===== config.mk =====
export PLATFORM = sky130hd
export DESIGN_NAME = decodeStage
export DESIGN_NICKNAME = d
export VERILOG_FILES = /design/src/hdl/mipsPkg.sv /design/src/hdl/decodeIfs.sv /design/src/hdl/decodeStage.sv /design/src/hdl/decodeCombine.sv /design/src/hdl/branchResolver.sv /design/src/hdl/instrDecoder.sv
export SDC_FILE = /design/constraint.sdc
export NUM_CORES = 1
export LEC_CHECK = 0
export CAP_MARGIN = 15
export CORE_MARGIN = 2
export CORE_UTILIZATION = 25
export CTS_CLUSTER_DIAMETER = 150
export CTS_CLUSTER_SIZE = 8
export DETAILED_ROUTE_END_ITERATION = 8
export DONT_BUFFER_PORTS = 1
export PLACE_DENSITY_LB_ADDON = 0.05
export SYNTH_ARGS = -nofsm -noshare
export SYNTH_HDL_FRONTEND = slang
export SYNTH_HIERARCHICAL = 1
export SYNTH_SLANG_ARGS = --single-unit

===== constraint.sdc =====
create_clock -name clk -period 1.1 [get_ports clk]
set_clock_uncertainty 0.1 [all_clocks]
set_input_delay 0.11 -clock clk [delete_from_list [all_inputs] [get_ports clk]]
set_output_delay 0.11 -clock clk [all_outputs]
set_load 0.005 [all_outputs]

===== src/hdl/mipsPkg.sv =====
package mipsPkg;

	typedef logic [31:0] word_t;
	typedef logic [4:0]  regIdx_t;

	// ****************************************
	// primary opcodes, instr[31:26]
	// ****************************************
	localparam logic [5:0] OP_RTYPE  = 6'h00;
	localparam logic [5:0] OP_REGIMM = 6'h01;
	localparam logic [5:0] OP_J      = 6'h02;
	localparam logic [5:0] OP_JAL    = 6'h03;
	localparam logic [5:0] OP_BEQ    = 6'h04;
	localparam logic [5:0] OP_BNE    = 6'h05;
	localparam logic [5:0] OP_BLEZ   = 6'h06;
	localparam logic [5:0] OP_BGTZ   = 6'h07;
	localparam logic [5:0] OP_ADDI   = 6'h08;
	localparam logic [5:0] OP_ADDIU  = 6'h09;
	localparam logic [5:0] OP_SLTI   = 6'h0a;
	localparam logic [5:0] OP_SLTIU  = 6'h0b;
	localparam logic [5:0] OP_ANDI   = 6'h0c;
	localparam logic [5:0] OP_ORI    = 6'h0d;
	localparam logic [5:0] OP_XORI   = 6'h0e;
	localparam logic [5:0] OP_LUI    = 6'h0f;
	localparam logic [5:0] OP_LB     = 6'h20;
	localparam logic [5:0] OP_LH     = 6'h21;
	localparam logic [5:0] OP_LW     = 6'h23;
	localparam logic [5:0] OP_LBU    = 6'h24;
	localparam logic [5:0] OP_LHU    = 6'h25;
	localparam logic [5:0] OP_SB     = 6'h28;
	localparam logic [5:0] OP_SH     = 6'h29;
	localparam logic [5:0] OP_SW     = 6'h2b;

	// function codes of the R-type group, instr[5:0]
	localparam logic [5:0] FN_SLL  = 6'h00;
	localparam logic [5:0] FN_SRL  = 6'h02;
	localparam logic [5:0] FN_SRA  = 6'h03;
	localparam logic [5:0] FN_SLLV = 6'h04;
	localparam logic [5:0] FN_SRLV = 6'h06;
	localparam logic [5:0] FN_SRAV = 6'h07;
	localparam logic [5:0] FN_JR   = 6'h08;
	localparam logic [5:0] FN_JALR = 6'h09;
	localparam logic [5:0] FN_ADD  = 6'h20;
	localparam logic [5:0] FN_ADDU = 6'h21;
	localparam logic [5:0] FN_SUB  = 6'h22;
	localparam logic [5:0] FN_SUBU = 6'h23;
	localparam logic [5:0] FN_AND  = 6'h24;
	localparam logic [5:0] FN_OR   = 6'h25;
	localparam logic [5:0] FN_XOR  = 6'h26;
	localparam logic [5:0] FN_NOR  = 6'h27;
	localparam logic [5:0] FN_SLT  = 6'h2a;
	localparam logic [5:0] FN_SLTU = 6'h2b;

	// REGIMM branches are told apart by the rt field
	localparam logic [4:0] RT_BLTZ   = 5'h00;
	localparam logic [4:0] RT_BGEZ   = 5'h01;
	localparam logic [4:0] RT_BLTZAL = 5'h10;
	localparam logic [4:0] RT_BGEZAL = 5'h11;

	// OP_RESERVED is encoded as zero so a cleared register reads as no operation
	typedef enum logic [5:0] {
		OP_RESERVED,
		I_SLL, I_SRL, I_SRA, I_SLLV, I_SRLV, I_SRAV,
		I_JR, I_JALR,
		I_ADD, I_ADDU, I_SUB, I_SUBU,
		I_AND, I_OR, I_XOR, I_NOR, I_SLT, I_SLTU,
		I_BLTZ, I_BGEZ, I_BLTZAL, I_BGEZAL,
		I_J, I_JAL, I_BEQ, I_BNE, I_BLEZ, I_BGTZ,
		I_ADDI, I_ADDIU, I_SLTI, I_SLTIU, I_ANDI, I_ORI, I_XORI, I_LUI,
		I_LB, I_LH, I_LW, I_LBU, I_LHU,
		I_SB, I_SH, I_SW
	} instrOp_t;

	typedef enum logic [3:0] {
		ALU_ADD, ALU_SUB, ALU_AND, ALU_OR, ALU_XOR, ALU_NOR,
		ALU_SLT, ALU_SLTU, ALU_SLL, ALU_SRL, ALU_SRA, ALU_LUI
	} aluFunc_t;

	typedef struct packed {
		logic regWrite;
		logic memRead;
		logic memWrite;
		logic branch;
		logic jump;
		logic aluSrcImm;
		logic regDst;
		logic link;
		logic zeroExt;
	} ctl_t;

	// ****************************************
	// the three encodings of one 32-bit word
	// ****************************************
	typedef struct packed {
		logic [5:0] op;
		regIdx_t    rs;
		regIdx_t    rt;
		regIdx_t    rd;
		logic [4:0] shamt;
		logic [5:0] funct;
	} rFields_t;

	typedef struct packed {
		logic [5:0]  op;
		regIdx_t     rs;
		regIdx_t     rt;
		logic [15:0] imm;
	} iFields_t;

	typedef struct packed {
		logic [5:0]  op;
		logic [25:0] target;
	} jFields_t;

	typedef union packed {
		rFields_t r;
		iFields_t i;
		jFields_t j;
	} instrWord_t;

endpackage

===== src/hdl/decodeIfs.sv =====
`timescale 1ns/1ps

// fetched instruction with its operands, valid for a single cycle
interface fetchIf import mipsPkg::*; ();
	logic       valid;
	instrWord_t instr;
	word_t      pcPlus4;
	logic       fetchExc;
	word_t      srcA;
	word_t      srcB;

	modport source (output valid, instr, pcPlus4, fetchExc, srcA, srcB);
	modport sink (input valid, instr, pcPlus4, fetchExc, srcA, srcB);
endinterface

interface decodedIf import mipsPkg::*; ();
	instrOp_t   op;
	ctl_t       ctl;
	aluFunc_t   aluFunc;
	word_t      extImm;
	regIdx_t    rs;
	regIdx_t    rt;
	regIdx_t    rd;
	logic [4:0] shamt;
	logic       reserved;

	modport source (output op, ctl, aluFunc, extImm, rs, rt, rd, shamt, reserved);
	modport sink (input op, ctl, aluFunc, extImm, rs, rt, rd, shamt, reserved);
endinterface

// targets and operand compares, resolved in the decode cycle
interface branchIf import mipsPkg::*; ();
	word_t pcBranch;
	word_t pcJump;
	logic  eq;
	logic  srcANeg;
	logic  srcAZero;

	modport source (output pcBranch, pcJump, eq, srcANeg, srcAZero);
	modport sink (input pcBranch, pcJump, eq, srcANeg, srcAZero);
endinterface


===== src/hdl/decodeStage.sv =====
`timescale 1ns/1ps

module decodeStage import mipsPkg::*; (
	input  logic       clk,
	input  logic       arstN,
	input  logic       inValid,
	input  word_t      instr,
	input  word_t      pcPlus4,
	input  logic       fetchExc,
	input  word_t      srcA,
	input  word_t      srcB,
	output logic       outValid,
	output instrOp_t   op,
	output logic       regWrite,
	output logic       memRead,
	output logic       memWrite,
	output logic       branch,
	output logic       jump,
	output logic       aluSrcImm,
	output logic       regDst,
	output logic       link,
	output logic       zeroExt,
	output aluFunc_t   aluFunc,
	output word_t      extImm,
	output regIdx_t    rs,
	output regIdx_t    rt,
	output regIdx_t    rd,
	output logic [4:0] shamt,
	output word_t      pcPlus4Out,
	output word_t      pcBranch,
	output word_t      jumpTarget,
	output logic       branchTaken,
	output logic       exc
);

	ctl_t ctlOut;

	fetchIf   fetchBus ();
	decodedIf decBus ();
	branchIf  brBus ();

	assign fetchBus.valid    = inValid;
	assign fetchBus.instr    = instrWord_t'(instr);
	assign fetchBus.pcPlus4  = pcPlus4;
	assign fetchBus.fetchExc = fetchExc;
	assign fetchBus.srcA     = srcA;
	assign fetchBus.srcB     = srcB;

	// decoder and resolver both work on the same fetched word
	instrDecoder uDecoder (
		.fetch (fetchBus),
		.dec   (decBus)
	);

	branchResolver uResolver (
		.fetch (fetchBus),
		.br    (brBus)
	);

	decodeCombine uCombine (
		.clk         (clk),
		.arstN       (arstN),
		.fetch       (fetchBus),
		.dec         (decBus),
		.br          (brBus),
		.outValid    (outValid),
		.op          (op),
		.ctl         (ctlOut),
		.aluFunc     (aluFunc),
		.extImm      (extImm),
		.rs          (rs),
		.rt          (rt),
		.rd          (rd),
		.shamt       (shamt),
		.pcPlus4Out  (pcPlus4Out),
		.pcBranch    (pcBranch),
		.jumpTarget  (jumpTarget),
		.branchTaken (branchTaken),
		.exc         (exc)
	);

	assign regWrite  = ctlOut.regWrite;
	assign memRead   = ctlOut.memRead;
	assign memWrite  = ctlOut.memWrite;
	assign branch    = ctlOut.branch;
	assign jump      = ctlOut.jump;
	assign aluSrcImm = ctlOut.aluSrcImm;
	assign regDst    = ctlOut.regDst;
	assign link      = ctlOut.link;
	assign zeroExt   = ctlOut.zeroExt;

endmodule


===== src/hdl/decodeCombine.sv =====
`timescale 1ns/1ps

module decodeCombine import mipsPkg::*; (
	input  logic       clk,
	input  logic       arstN,
	fetchIf.sink       fetch,
	decodedIf.sink     dec,
	branchIf.sink      br,
	output logic       outValid,
	output instrOp_t   op,
	output ctl_t       ctl,
	output aluFunc_t   aluFunc,
	output word_t      extImm,
	output regIdx_t    rs,
	output regIdx_t    rt,
	output regIdx_t    rd,
	output logic [4:0] shamt,
	output word_t      pcPlus4Out,
	output word_t      pcBranch,
	output word_t      jumpTarget,
	output logic       branchTaken,
	output logic       exc
);

	logic  taken;
	word_t target;

	// the REGIMM link branches test like their plain forms
	always_comb begin
		case (dec.op)
			I_BEQ:             taken = br.eq;
			I_BNE:             taken = !br.eq;
			I_BGEZ, I_BGEZAL:  taken = !br.srcANeg;
			I_BLTZ, I_BLTZAL:  taken = br.srcANeg;
			I_BGTZ:            taken = !br.srcANeg && !br.srcAZero;
			I_BLEZ:            taken = br.srcANeg || br.srcAZero;
			default:           taken = 1'b0;
		endcase
	end

	// register jumps go to the rs operand
	assign target = (dec.op == I_JR || dec.op == I_JALR) ? fetch.srcA : br.pcJump;

	// ****************************************
	// output register
	// ****************************************
	always_ff @(posedge clk or negedge arstN) begin
		if (!arstN) begin
			outValid    <= 1'b0;
			op          <= OP_RESERVED;
			ctl         <= '0;
			aluFunc     <= ALU_ADD;
			extImm      <= '0;
			rs          <= '0;
			rt          <= '0;
			rd          <= '0;
			shamt       <= '0;
			pcPlus4Out  <= '0;
			pcBranch    <= '0;
			jumpTarget  <= '0;
			branchTaken <= 1'b0;
			exc         <= 1'b0;
		end else begin
			outValid <= fetch.valid;
			// bundle holds its last value between strobes
			if (fetch.valid) begin
				op          <= dec.op;
				ctl         <= dec.ctl;
				aluFunc     <= dec.aluFunc;
				extImm      <= dec.extImm;
				rs          <= dec.rs;
				rt          <= dec.rt;
				rd          <= dec.rd;
				shamt       <= dec.shamt;
				pcPlus4Out  <= fetch.pcPlus4;
				pcBranch    <= br.pcBranch;
				jumpTarget  <= target;
				branchTaken <= taken;
				exc         <= fetch.fetchExc | dec.reserved;
			end
		end
	end

endmodule


===== src/hdl/branchResolver.sv =====
`timescale 1ns/1ps

module branchResolver import mipsPkg::*; (
	fetchIf.sink     fetch,
	branchIf.source  br
);

	word_t       branchOffset;
	logic [15:0] imm;
	logic [25:0] target;

	assign imm    = fetch.instr.i.imm;
	assign target = fetch.instr.j.target;

	// ****************************************
	// targets
	// ****************************************

	// word offset, sign-extended and scaled to bytes
	assign branchOffset = {{14{imm[15]}}, imm, 2'b00};

	// branches are relative to the delay slot, so the base is PC+4
	assign br.pcBranch = fetch.pcPlus4 + branchOffset;

	// jumps stay in the 256 MB region of the delay slot
	assign br.pcJump = {fetch.pcPlus4[31:28], target, 2'b00};

	// ****************************************
	// operand compares
	// ****************************************
	assign br.eq       = (fetch.srcA == fetch.srcB);
	assign br.srcANeg  = fetch.srcA[31];
	assign br.srcAZero = (fetch.srcA == '0);

endmodule


===== src/hdl/instrDecoder.sv =====
`timescale 1ns/1ps

module instrDecoder import mipsPkg::*; (
	fetchIf.sink      fetch,
	decodedIf.source  dec
);

	instrOp_t    opDec;
	aluFunc_t    aluDec;
	ctl_t        ctlDec;
	logic [15:0] imm;
	logic        reserved;
	logic        isRtype;
	logic        isAluR;
	logic        isAluI;
	logic        isLoad;
	logic        isStore;
	logic        isBranch;
	logic        isJump;
	logic        isLink;

	assign imm = fetch.instr.i.imm;

	// ****************************************
	// opcode, funct and rt-code to operation
	// ****************************************
	always_comb begin
		opDec = OP_RESERVED;
		case (fetch.instr.r.op)
			OP_RTYPE: begin
				case (fetch.instr.r.funct)
					FN_SLL:  opDec = I_SLL;
					FN_SRL:  opDec = I_SRL;
					FN_SRA:  opDec = I_SRA;
					FN_SLLV: opDec = I_SLLV;
					FN_SRLV: opDec = I_SRLV;
					FN_SRAV: opDec = I_SRAV;
					FN_JR:   opDec = I_JR;
					FN_JALR: opDec = I_JALR;
					FN_ADD:  opDec = I_ADD;
					FN_ADDU: opDec = I_ADDU;
					FN_SUB:  opDec = I_SUB;
					FN_SUBU: opDec = I_SUBU;
					FN_AND:  opDec = I_AND;
					FN_OR:   opDec = I_OR;
					FN_XOR:  opDec = I_XOR;
					FN_NOR:  opDec = I_NOR;
					FN_SLT:  opDec = I_SLT;
					FN_SLTU: opDec = I_SLTU;
					default: opDec = OP_RESERVED;
				endcase
			end
			OP_REGIMM: begin
				case (fetch.instr.i.rt)
					RT_BLTZ:   opDec = I_BLTZ;
					RT_BGEZ:   opDec = I_BGEZ;
					RT_BLTZAL: opDec = I_BLTZAL;
					RT_BGEZAL: opDec = I_BGEZAL;
					default:   opDec = OP_RESERVED;
				endcase
			end
			OP_J:     opDec = I_J;
			OP_JAL:   opDec = I_JAL;
			OP_BEQ:   opDec = I_BEQ;
			OP_BNE:   opDec = I_BNE;
			OP_BLEZ:  opDec = I_BLEZ;
			OP_BGTZ:  opDec = I_BGTZ;
			OP_ADDI:  opDec = I_ADDI;
			OP_ADDIU: opDec = I_ADDIU;
			OP_SLTI:  opDec = I_SLTI;
			OP_SLTIU: opDec = I_SLTIU;
			OP_ANDI:  opDec = I_ANDI;
			OP_ORI:   opDec = I_ORI;
			OP_XORI:  opDec = I_XORI;
			OP_LUI:   opDec = I_LUI;
			OP_LB:    opDec = I_LB;
			OP_LH:    opDec = I_LH;
			OP_LW:    opDec = I_LW;
			OP_LBU:   opDec = I_LBU;
			OP_LHU:   opDec = I_LHU;
			OP_SB:    opDec = I_SB;
			OP_SH:    opDec = I_SH;
			OP_SW:    opDec = I_SW;
			default:  opDec = OP_RESERVED;
		endcase
	end

	assign reserved = (opDec == OP_RESERVED);
	assign isRtype  = (fetch.instr.r.op == OP_RTYPE) && !reserved;

	// operation classes, none of them match OP_RESERVED so its controls stay zero
	assign isAluR = opDec inside {I_SLL, I_SRL, I_SRA, I_SLLV, I_SRLV, I_SRAV,
		I_ADD, I_ADDU, I_SUB, I_SUBU, I_AND, I_OR, I_XOR, I_NOR, I_SLT, I_SLTU};
	assign isAluI = opDec inside {I_ADDI, I_ADDIU, I_SLTI, I_SLTIU,
		I_ANDI, I_ORI, I_XORI, I_LUI};
	assign isLoad   = opDec inside {I_LB, I_LH, I_LW, I_LBU, I_LHU};
	assign isStore  = opDec inside {I_SB, I_SH, I_SW};
	assign isBranch = opDec inside {I_BEQ, I_BNE, I_BLEZ, I_BGTZ,
		I_BLTZ, I_BGEZ, I_BLTZAL, I_BGEZAL};
	assign isJump = opDec inside {I_J, I_JAL, I_JR, I_JALR};
	assign isLink = opDec inside {I_JAL, I_JALR, I_BLTZAL, I_BGEZAL};

	always_comb begin
		ctlDec.regWrite  = isAluR | isAluI | isLoad | isLink;
		ctlDec.memRead   = isLoad;
		ctlDec.memWrite  = isStore;
		ctlDec.branch    = isBranch;
		ctlDec.jump      = isJump;
		ctlDec.aluSrcImm = isAluI | isLoad | isStore;
		ctlDec.regDst    = isRtype;
		ctlDec.link      = isLink;
		ctlDec.zeroExt   = opDec inside {I_ANDI, I_ORI, I_XORI};
	end

	// address arithmetic for memory ops and jumps falls into the ALU_ADD default
	always_comb begin
		case (opDec)
			I_SUB, I_SUBU, I_BEQ, I_BNE: aluDec = ALU_SUB;
			I_AND, I_ANDI:               aluDec = ALU_AND;
			I_OR, I_ORI:                 aluDec = ALU_OR;
			I_XOR, I_XORI:               aluDec = ALU_XOR;
			I_NOR:                       aluDec = ALU_NOR;
			I_SLT, I_SLTI:               aluDec = ALU_SLT;
			I_SLTU, I_SLTIU:             aluDec = ALU_SLTU;
			I_SLL, I_SLLV:               aluDec = ALU_SLL;
			I_SRL, I_SRLV:               aluDec = ALU_SRL;
			I_SRA, I_SRAV:               aluDec = ALU_SRA;
			I_LUI:                       aluDec = ALU_LUI;
			default:                     aluDec = ALU_ADD;
		endcase
	end

	assign dec.op       = opDec;
	assign dec.ctl      = ctlDec;
	assign dec.aluFunc  = aluDec;
	assign dec.extImm   = ctlDec.zeroExt ? {16'b0, imm} : {{16{imm[15]}}, imm};
	assign dec.rs       = fetch.instr.r.rs;
	assign dec.rt       = fetch.instr.r.rt;
	assign dec.rd       = fetch.instr.r.rd;
	assign dec.shamt    = fetch.instr.r.shamt;
	assign dec.reserved = reserved;

endmodule


## Word-level counts from Yosys, hierarchy flattened

Memory sizes are Yosys's and may differ from the RTL's. A register that Yosys moved wholly into a read port is not among the register bits.
Cells that the tools add are included.

- Bits in registers: 166
- ROM bits: 576
- Input port bits: 132
- Output and inout bits: 170
- Logic and storage cells: 129
- Memories: 2

Memory list:

| name | words | width | read ports | clocked after Yosys merged registers in | wr ports | RTL line | source |
|---|---|---|---|---|---|---|---|
| (no name shown) | 64 | 5 | 1 | 0 | 0 | instrDecoder.sv:31 | `case (fetch.instr.r.funct)` |
| (no name shown) | 64 | 4 | 1 | 1 | 0 | instrDecoder.sv:117 | `case (opDec)` |

- Add/sub/neg operators: 1
- Eq/ne operators: 71
- Multiplexer cells: 5
- Bitwise gates (word level): 6
- Reductions and logical operators: 23

Operators with widths:

| kind | count |
|---|---|
| $pmux 6 s24 | 1 |
| $eq 6x6->1 const B | 21 |
| $eq 6x4->1 const B | 16 |
| $eq 6x5->1 const B | 16 |
| $mux 32 | 2 |
| $eq 6x3->1 const B | 8 |
| $add 32x32->32 | 1 |
| $eq 32x32->1 | 1 |
| $logic_not 32->1 | 1 |
| $eq 6x2->1 const B | 4 |
| $pmux 5 s4 | 1 |
| $reduce_bool 16->1 | 1 |
| $reduce_bool 8->1 | 2 |
| $eq 6x1->1 const B | 2 |
| $logic_not 6->1 | 2 |
| $eq 5x5->1 const B | 2 |
| $reduce_bool 4->1 | 2 |
| $or 1x1->1 | 6 |
| $pmux 1 s6 | 1 |
| $reduce_bool 3->1 | 2 |
| $eq 5x1->1 const B | 1 |
| $logic_not 1->1 | 5 |
| $logic_not 5->1 | 1 |
| $reduce_bool 5->1 | 1 |
| 3 further kinds | 6 |

## Logic depth before layout (Yosys ltp)

- Word-level depth: 8
- Depth in mapped cells: 17
- Gate-level depth less buffers: 15

## Cells and area by module

Netlist, hierarchy kept.

By module, submodules not included:

| module | instances | cells an instance | area each (um^2) | seq. area each (um^2) |
|---|---|---|---|---|
| decodeCombine | 1 | 449 | 6661.4 | 4254.1 |
| branchResolver | 1 | 325 | 2428.6 | 0.0 |
| instrDecoder | 1 | 234 | 1631.6 | 0.0 |

## Worst setup path after synthesis

No wires, ideal clock.

- Kind: in2reg
- Start point: input port instr[29]
- End point: register uCombine/ctl[8] (netlist bit)
- Setup time: 0.125 ns
- Arrival: 3.082 ns
- Data required time: 0.875 ns
- Path slack: -2.207 ns
- Stages on the path: 15
- Buffers on the path: 2
- Cell sequence: buf_2 xnor2_1 nor2_1 mux2_2 a211oi_1 and2_1 inv_1 ha_1 clkbuf_1 or2_2 o22a_1 mux2i_1 a21oi_1 or4b_1 mux2_2

RTL lines:

| element | RTL line | source |
|---|---|---|
| start: declaration | decodeStage.sv:7 | `input word_t instr,` |
| end signal: assignment | decodeCombine.sv:68 | `ctl <= dec.ctl;` |
| end: declaration | decodeCombine.sv:11 | `output ctl_t ctl,` |

==> impl_metrics.env <==
export IMPL_status="finished, violations left"
export IMPL_violations="hold timing, setup timing"
export IMPL_clock_latency_ns=0.48
export IMPL_synth_top_family_by_area="multiplexers"
export IMPL_avgSynthCellArea_um2=10.6
export IMPL_gp_congestion=0.795
export IMPL_yosysTopAreaCell="dfrtp_1"
export IMPL_postPlaceCellArea_mm2=0.0121
export IMPL_grt_usage=0.177
export IMPL_setup_viol=195
export IMPL_drt_wl_total_um=39000
export IMPL_yosysWarnings=6
export IMPL_fp_dieH_um=211
export IMPL_drt_iter0_markers=442
export IMPL_critPathMaxFanout=8
export IMPL_finalNetCount=1345
export IMPL_yosys_area_share_simple=0.0953
export IMPL_dp_cells=1578
export IMPL_die_x_um=211
export IMPL_drt_pass1_iterations=5
export IMPL_antenna_left=0
export IMPL_min_path_type="primary input to async pin"
export IMPL_synth_adder_area_share=0.0520
export IMPL_maxCapViolations=0
export IMPL_timing_final_crit_share=2.23
export IMPL_layout_setup_ws_ns=-1.36
export IMPL_grt_pass1_vias=8397
export IMPL_p_int_mw=14.0
export IMPL_power_density_mw_per_mm2=1340
export IMPL_syn_inst=1008
export IMPL_final_common_cell="dfrtp_1"
export IMPL_drive_gt1_frac=0.456
export IMPL_layout_common_cells="dfrtp_1 (166), buf_4 (153), mux2_2 (109)"
export IMPL_syn_cell_area_mm2=0.0107
export IMPL_combPwrFrac=0.258
export IMPL_final_setup_tns_ns=-72.54
export IMPL_ir_drop_mv=1.26
export IMPL_synth_flop_cell="dfrtp_1"
export IMPL_n_antenna_cell=0
export IMPL_die_area_mm2=0.0446
export IMPL_grt_max_degree=205
export IMPL_fp_row_count=75
export IMPL_criticalPathCategory="primary input to flip-flop"
export IMPL_p_sw_mw=5.82
export IMPL_crit_chain="inv_6 -> ha_4 -> nor2b_4 -> o311ai_2 -> nand3_1 -> o221a_4 -> inv_6 -> ha_4 -> or2_4 -> o22a_1 -> mux2i_2 -> a21oi_1 -> or4b_1 -> mux2_4"
export IMPL_h_tree_depth=4
export IMPL_synth_seq_cells=170
export IMPL_core_area_mm2=0.0421
export IMPL_synth_compound_area_share=0.124
export IMPL_final_cells=1720
export IMPL_post_route_drc_count=0
export IMPL_synth_xor_area_share=0.0515
export IMPL_fmax_ghz=0.407
export IMPL_ys_seq_area_frac=0.397
export IMPL_async_reset_ff_frac=1.00
export IMPL_synth_cell_types=84
export IMPL_critPathCaptureType="flip-flop"
export IMPL_totalPowerFinal_mw=19.9
export IMPL_cpMaxStageDelayCell="or4b_1"
export IMPL_synth_top_cell_area_share=0.397
export IMPL_p_seq_frac=0.394
export IMPL_cp_start_kind="primary input"
export IMPL_slew_headroom=0.571
export IMPL_crit_path_max_incr_delay_ns=0.48
export IMPL_syn_to_final_growth_pct=38.0
export IMPL_clock_sinks=170
export IMPL_muxShareOfSynthArea=0.179
export IMPL_p_sw_frac=0.293
export IMPL_num_vias=8065
export IMPL_grt_overflow_total=0
export IMPL_drv_slew=0
export IMPL_post_drt_wl_per_cell_um=22.7
export IMPL_rsz0062_at_grt="true"
export IMPL_reg2reg_depth=2
export IMPL_path_clk_slew_ns=0.07
export IMPL_initial_core_util=0.254
export IMPL_worst_endpoint_arrival_ns=2.73
export IMPL_ctsRootBufferMaster="clkbuf_16"
export IMPL_place_hpwl_um=26900
export IMPL_pwr_share_clk=0.348
export IMPL_crit_required_ns=1.37
export IMPL_rrSetupSlack_ns=0.10
export IMPL_leakage_nw=6.42
export IMPL_cts_tree="done"
export IMPL_io_buffers=0
export IMPL_period_needed_ns=2.46
export IMPL_grt_pass1_wl_um=57100
export IMPL_io_pins=302
export IMPL_synthTopCellsByArea="dfrtp_1 (40%), mux2_2 (14%), buf_4 (6.5%), ha_1 (5.0%), mux2i_1 (3.6%)"
export IMPL_cts_path_max_buffers=2
export IMPL_fin_area_mm2=0.0148
export IMPL_synth_edf_count=0
export IMPL_hold_worst_slack_ns=-0.788
export IMPL_cts_made_buffers=17
export IMPL_tightestPinTransition_ns=0.644
export IMPL_finalHoldViolCount=292
export IMPL_antenna_found_initial=1
export IMPL_vias_per_cell=4.69
==> power by group through the flow <==
stage / combinational (mW) / sequential (mW) / clock [mW]
after floorplan: 2.94 / 7.67 / 0
after global placement: 3.94 / 7.94 / 0
after detailed placement: 3.92 / 7.94 / 0
after CTS: 4.62 / 7.85 / 7.25
after global routing: 5.55 / 7.94 / 7.47
final: 5.12 / 7.82 / 6.92
==> layout make-up <==
cell class | instances | area, µm²
multi-input cells | 668 | 6430
fillers | 4237 | 27300
repair buffers | 284 | 2650
clock buffers | 18 | 439
inverters | 28 | 138
clock inverters | 13 | 203
well taps | 539 | 674
flip-flops and latches | 170 | 4260
==> sequential cells by signal, summed over array words and instances (netlist names), 4 cells and up <==
register,flops
uCombine/pcPlus4Out,32
uCombine/shamt,5
uCombine/ctl,9
uCombine/aluFunc,4
uCombine/rs,5
uCombine/jumpTarget,32
uCombine/op,6
uCombine/rt,5
uCombine/pcBranch,32
uCombine/rd,5
uCombine/extImm,32
==> kinds of logic after synthesis <==
logic type,Yosys count
and+or+nand+nor,198
AOI/OAI and AO/OA,186
muxes,175
buffers and inverters,171
DFF,170
xor gates and xnor gates,63
adders and majority gates,44
other,1
==> metrics by stage <==
step | utilization | setup WS, ns | hold slack [ns]
2_1_floorplan | - | -1.85 | -0.286
3_3_place_gp | 0.288 | -2.03 | -0.282
3_5_place_dp | 0.288 | -2.09 | -0.282
4_1_cts | 0.332 | -1.27 | -0.840
5_1_grt | 0.351 | -1.42 | -0.837
6_report | 0.351 | -1.36 | -0.788
==> cells in the mapped netlist, types with 9 or more instances <==
library cell  number
a21oi_1           67
mux2_2           136
dfrtp_1          170
xor2_1            43
o21ai_0           19
nor3_1            16
nand3_1           12
nor2b_1            9
buf_4             93
mux2i_1           39
nand2_1           32
ha_1              43
nand4_1           11
nor2_1            64
inv_1             26
a21o_1            15
clkbuf_1          19
xnor2_1           20
nor4_1            20
buf_2             24
==> layer usage <==
layer  GRT usage  wire [µm]
met1       0.217      16600
met2       0.296      19500
met3      0.0544       2290
met4      0.0556        595
met5           0          0
==> final timing paths <==
path / start / endpoint
worst max register to register: uCombine/pcBranch[25]$_DFFE_PN0P_ / uCombine/pcBranch[25]$_DFFE_PN0P_
min in group clk: inValid / uCombine/outValid$_DFF_PN0_
max in group asynchronous: arstN / uCombine/pcBranch[22]$_DFFE_PN0P_
worst min-delay path: arstN / uCombine/rs[2]$_DFFE_PN0P_
worst max-delay path: instr[0] / uCombine/ctl[8]$_DFFE_PN0P_
worst min register to register: uCombine/shamt[4]$_DFFE_PN0P_ / uCombine/shamt[4]$_DFFE_PN0P_
==> critical path: cells and delay by family <==
| kind | cells | cell delay, ns |
|---|---|---|
| buffers and inverters | 2 | 0.09 |
| muxes | 2 | 0.47 |
| adders and majority gates | 2 | 0.43 |
| AOI/OAI and AO/OA | 4 | 0.66 |
| and+or+nand+nor | 4 | 0.96 |
==> timing repair <==
| item | CTS | global route |
|---|---|---|
| cloned | 3 | 0 |
| pin swaps | 34 | 49 |
| buffers inserted | 19 | 29 |
| endpoints found under the setup margin | 264 | 265 |
| hold endpoints to repair | 340 | 340 |
| hold buffers | 54 | 14 |
| resized for setup | 101 | 113 |
No activity file was read; power rests on OpenSTA's default activity.
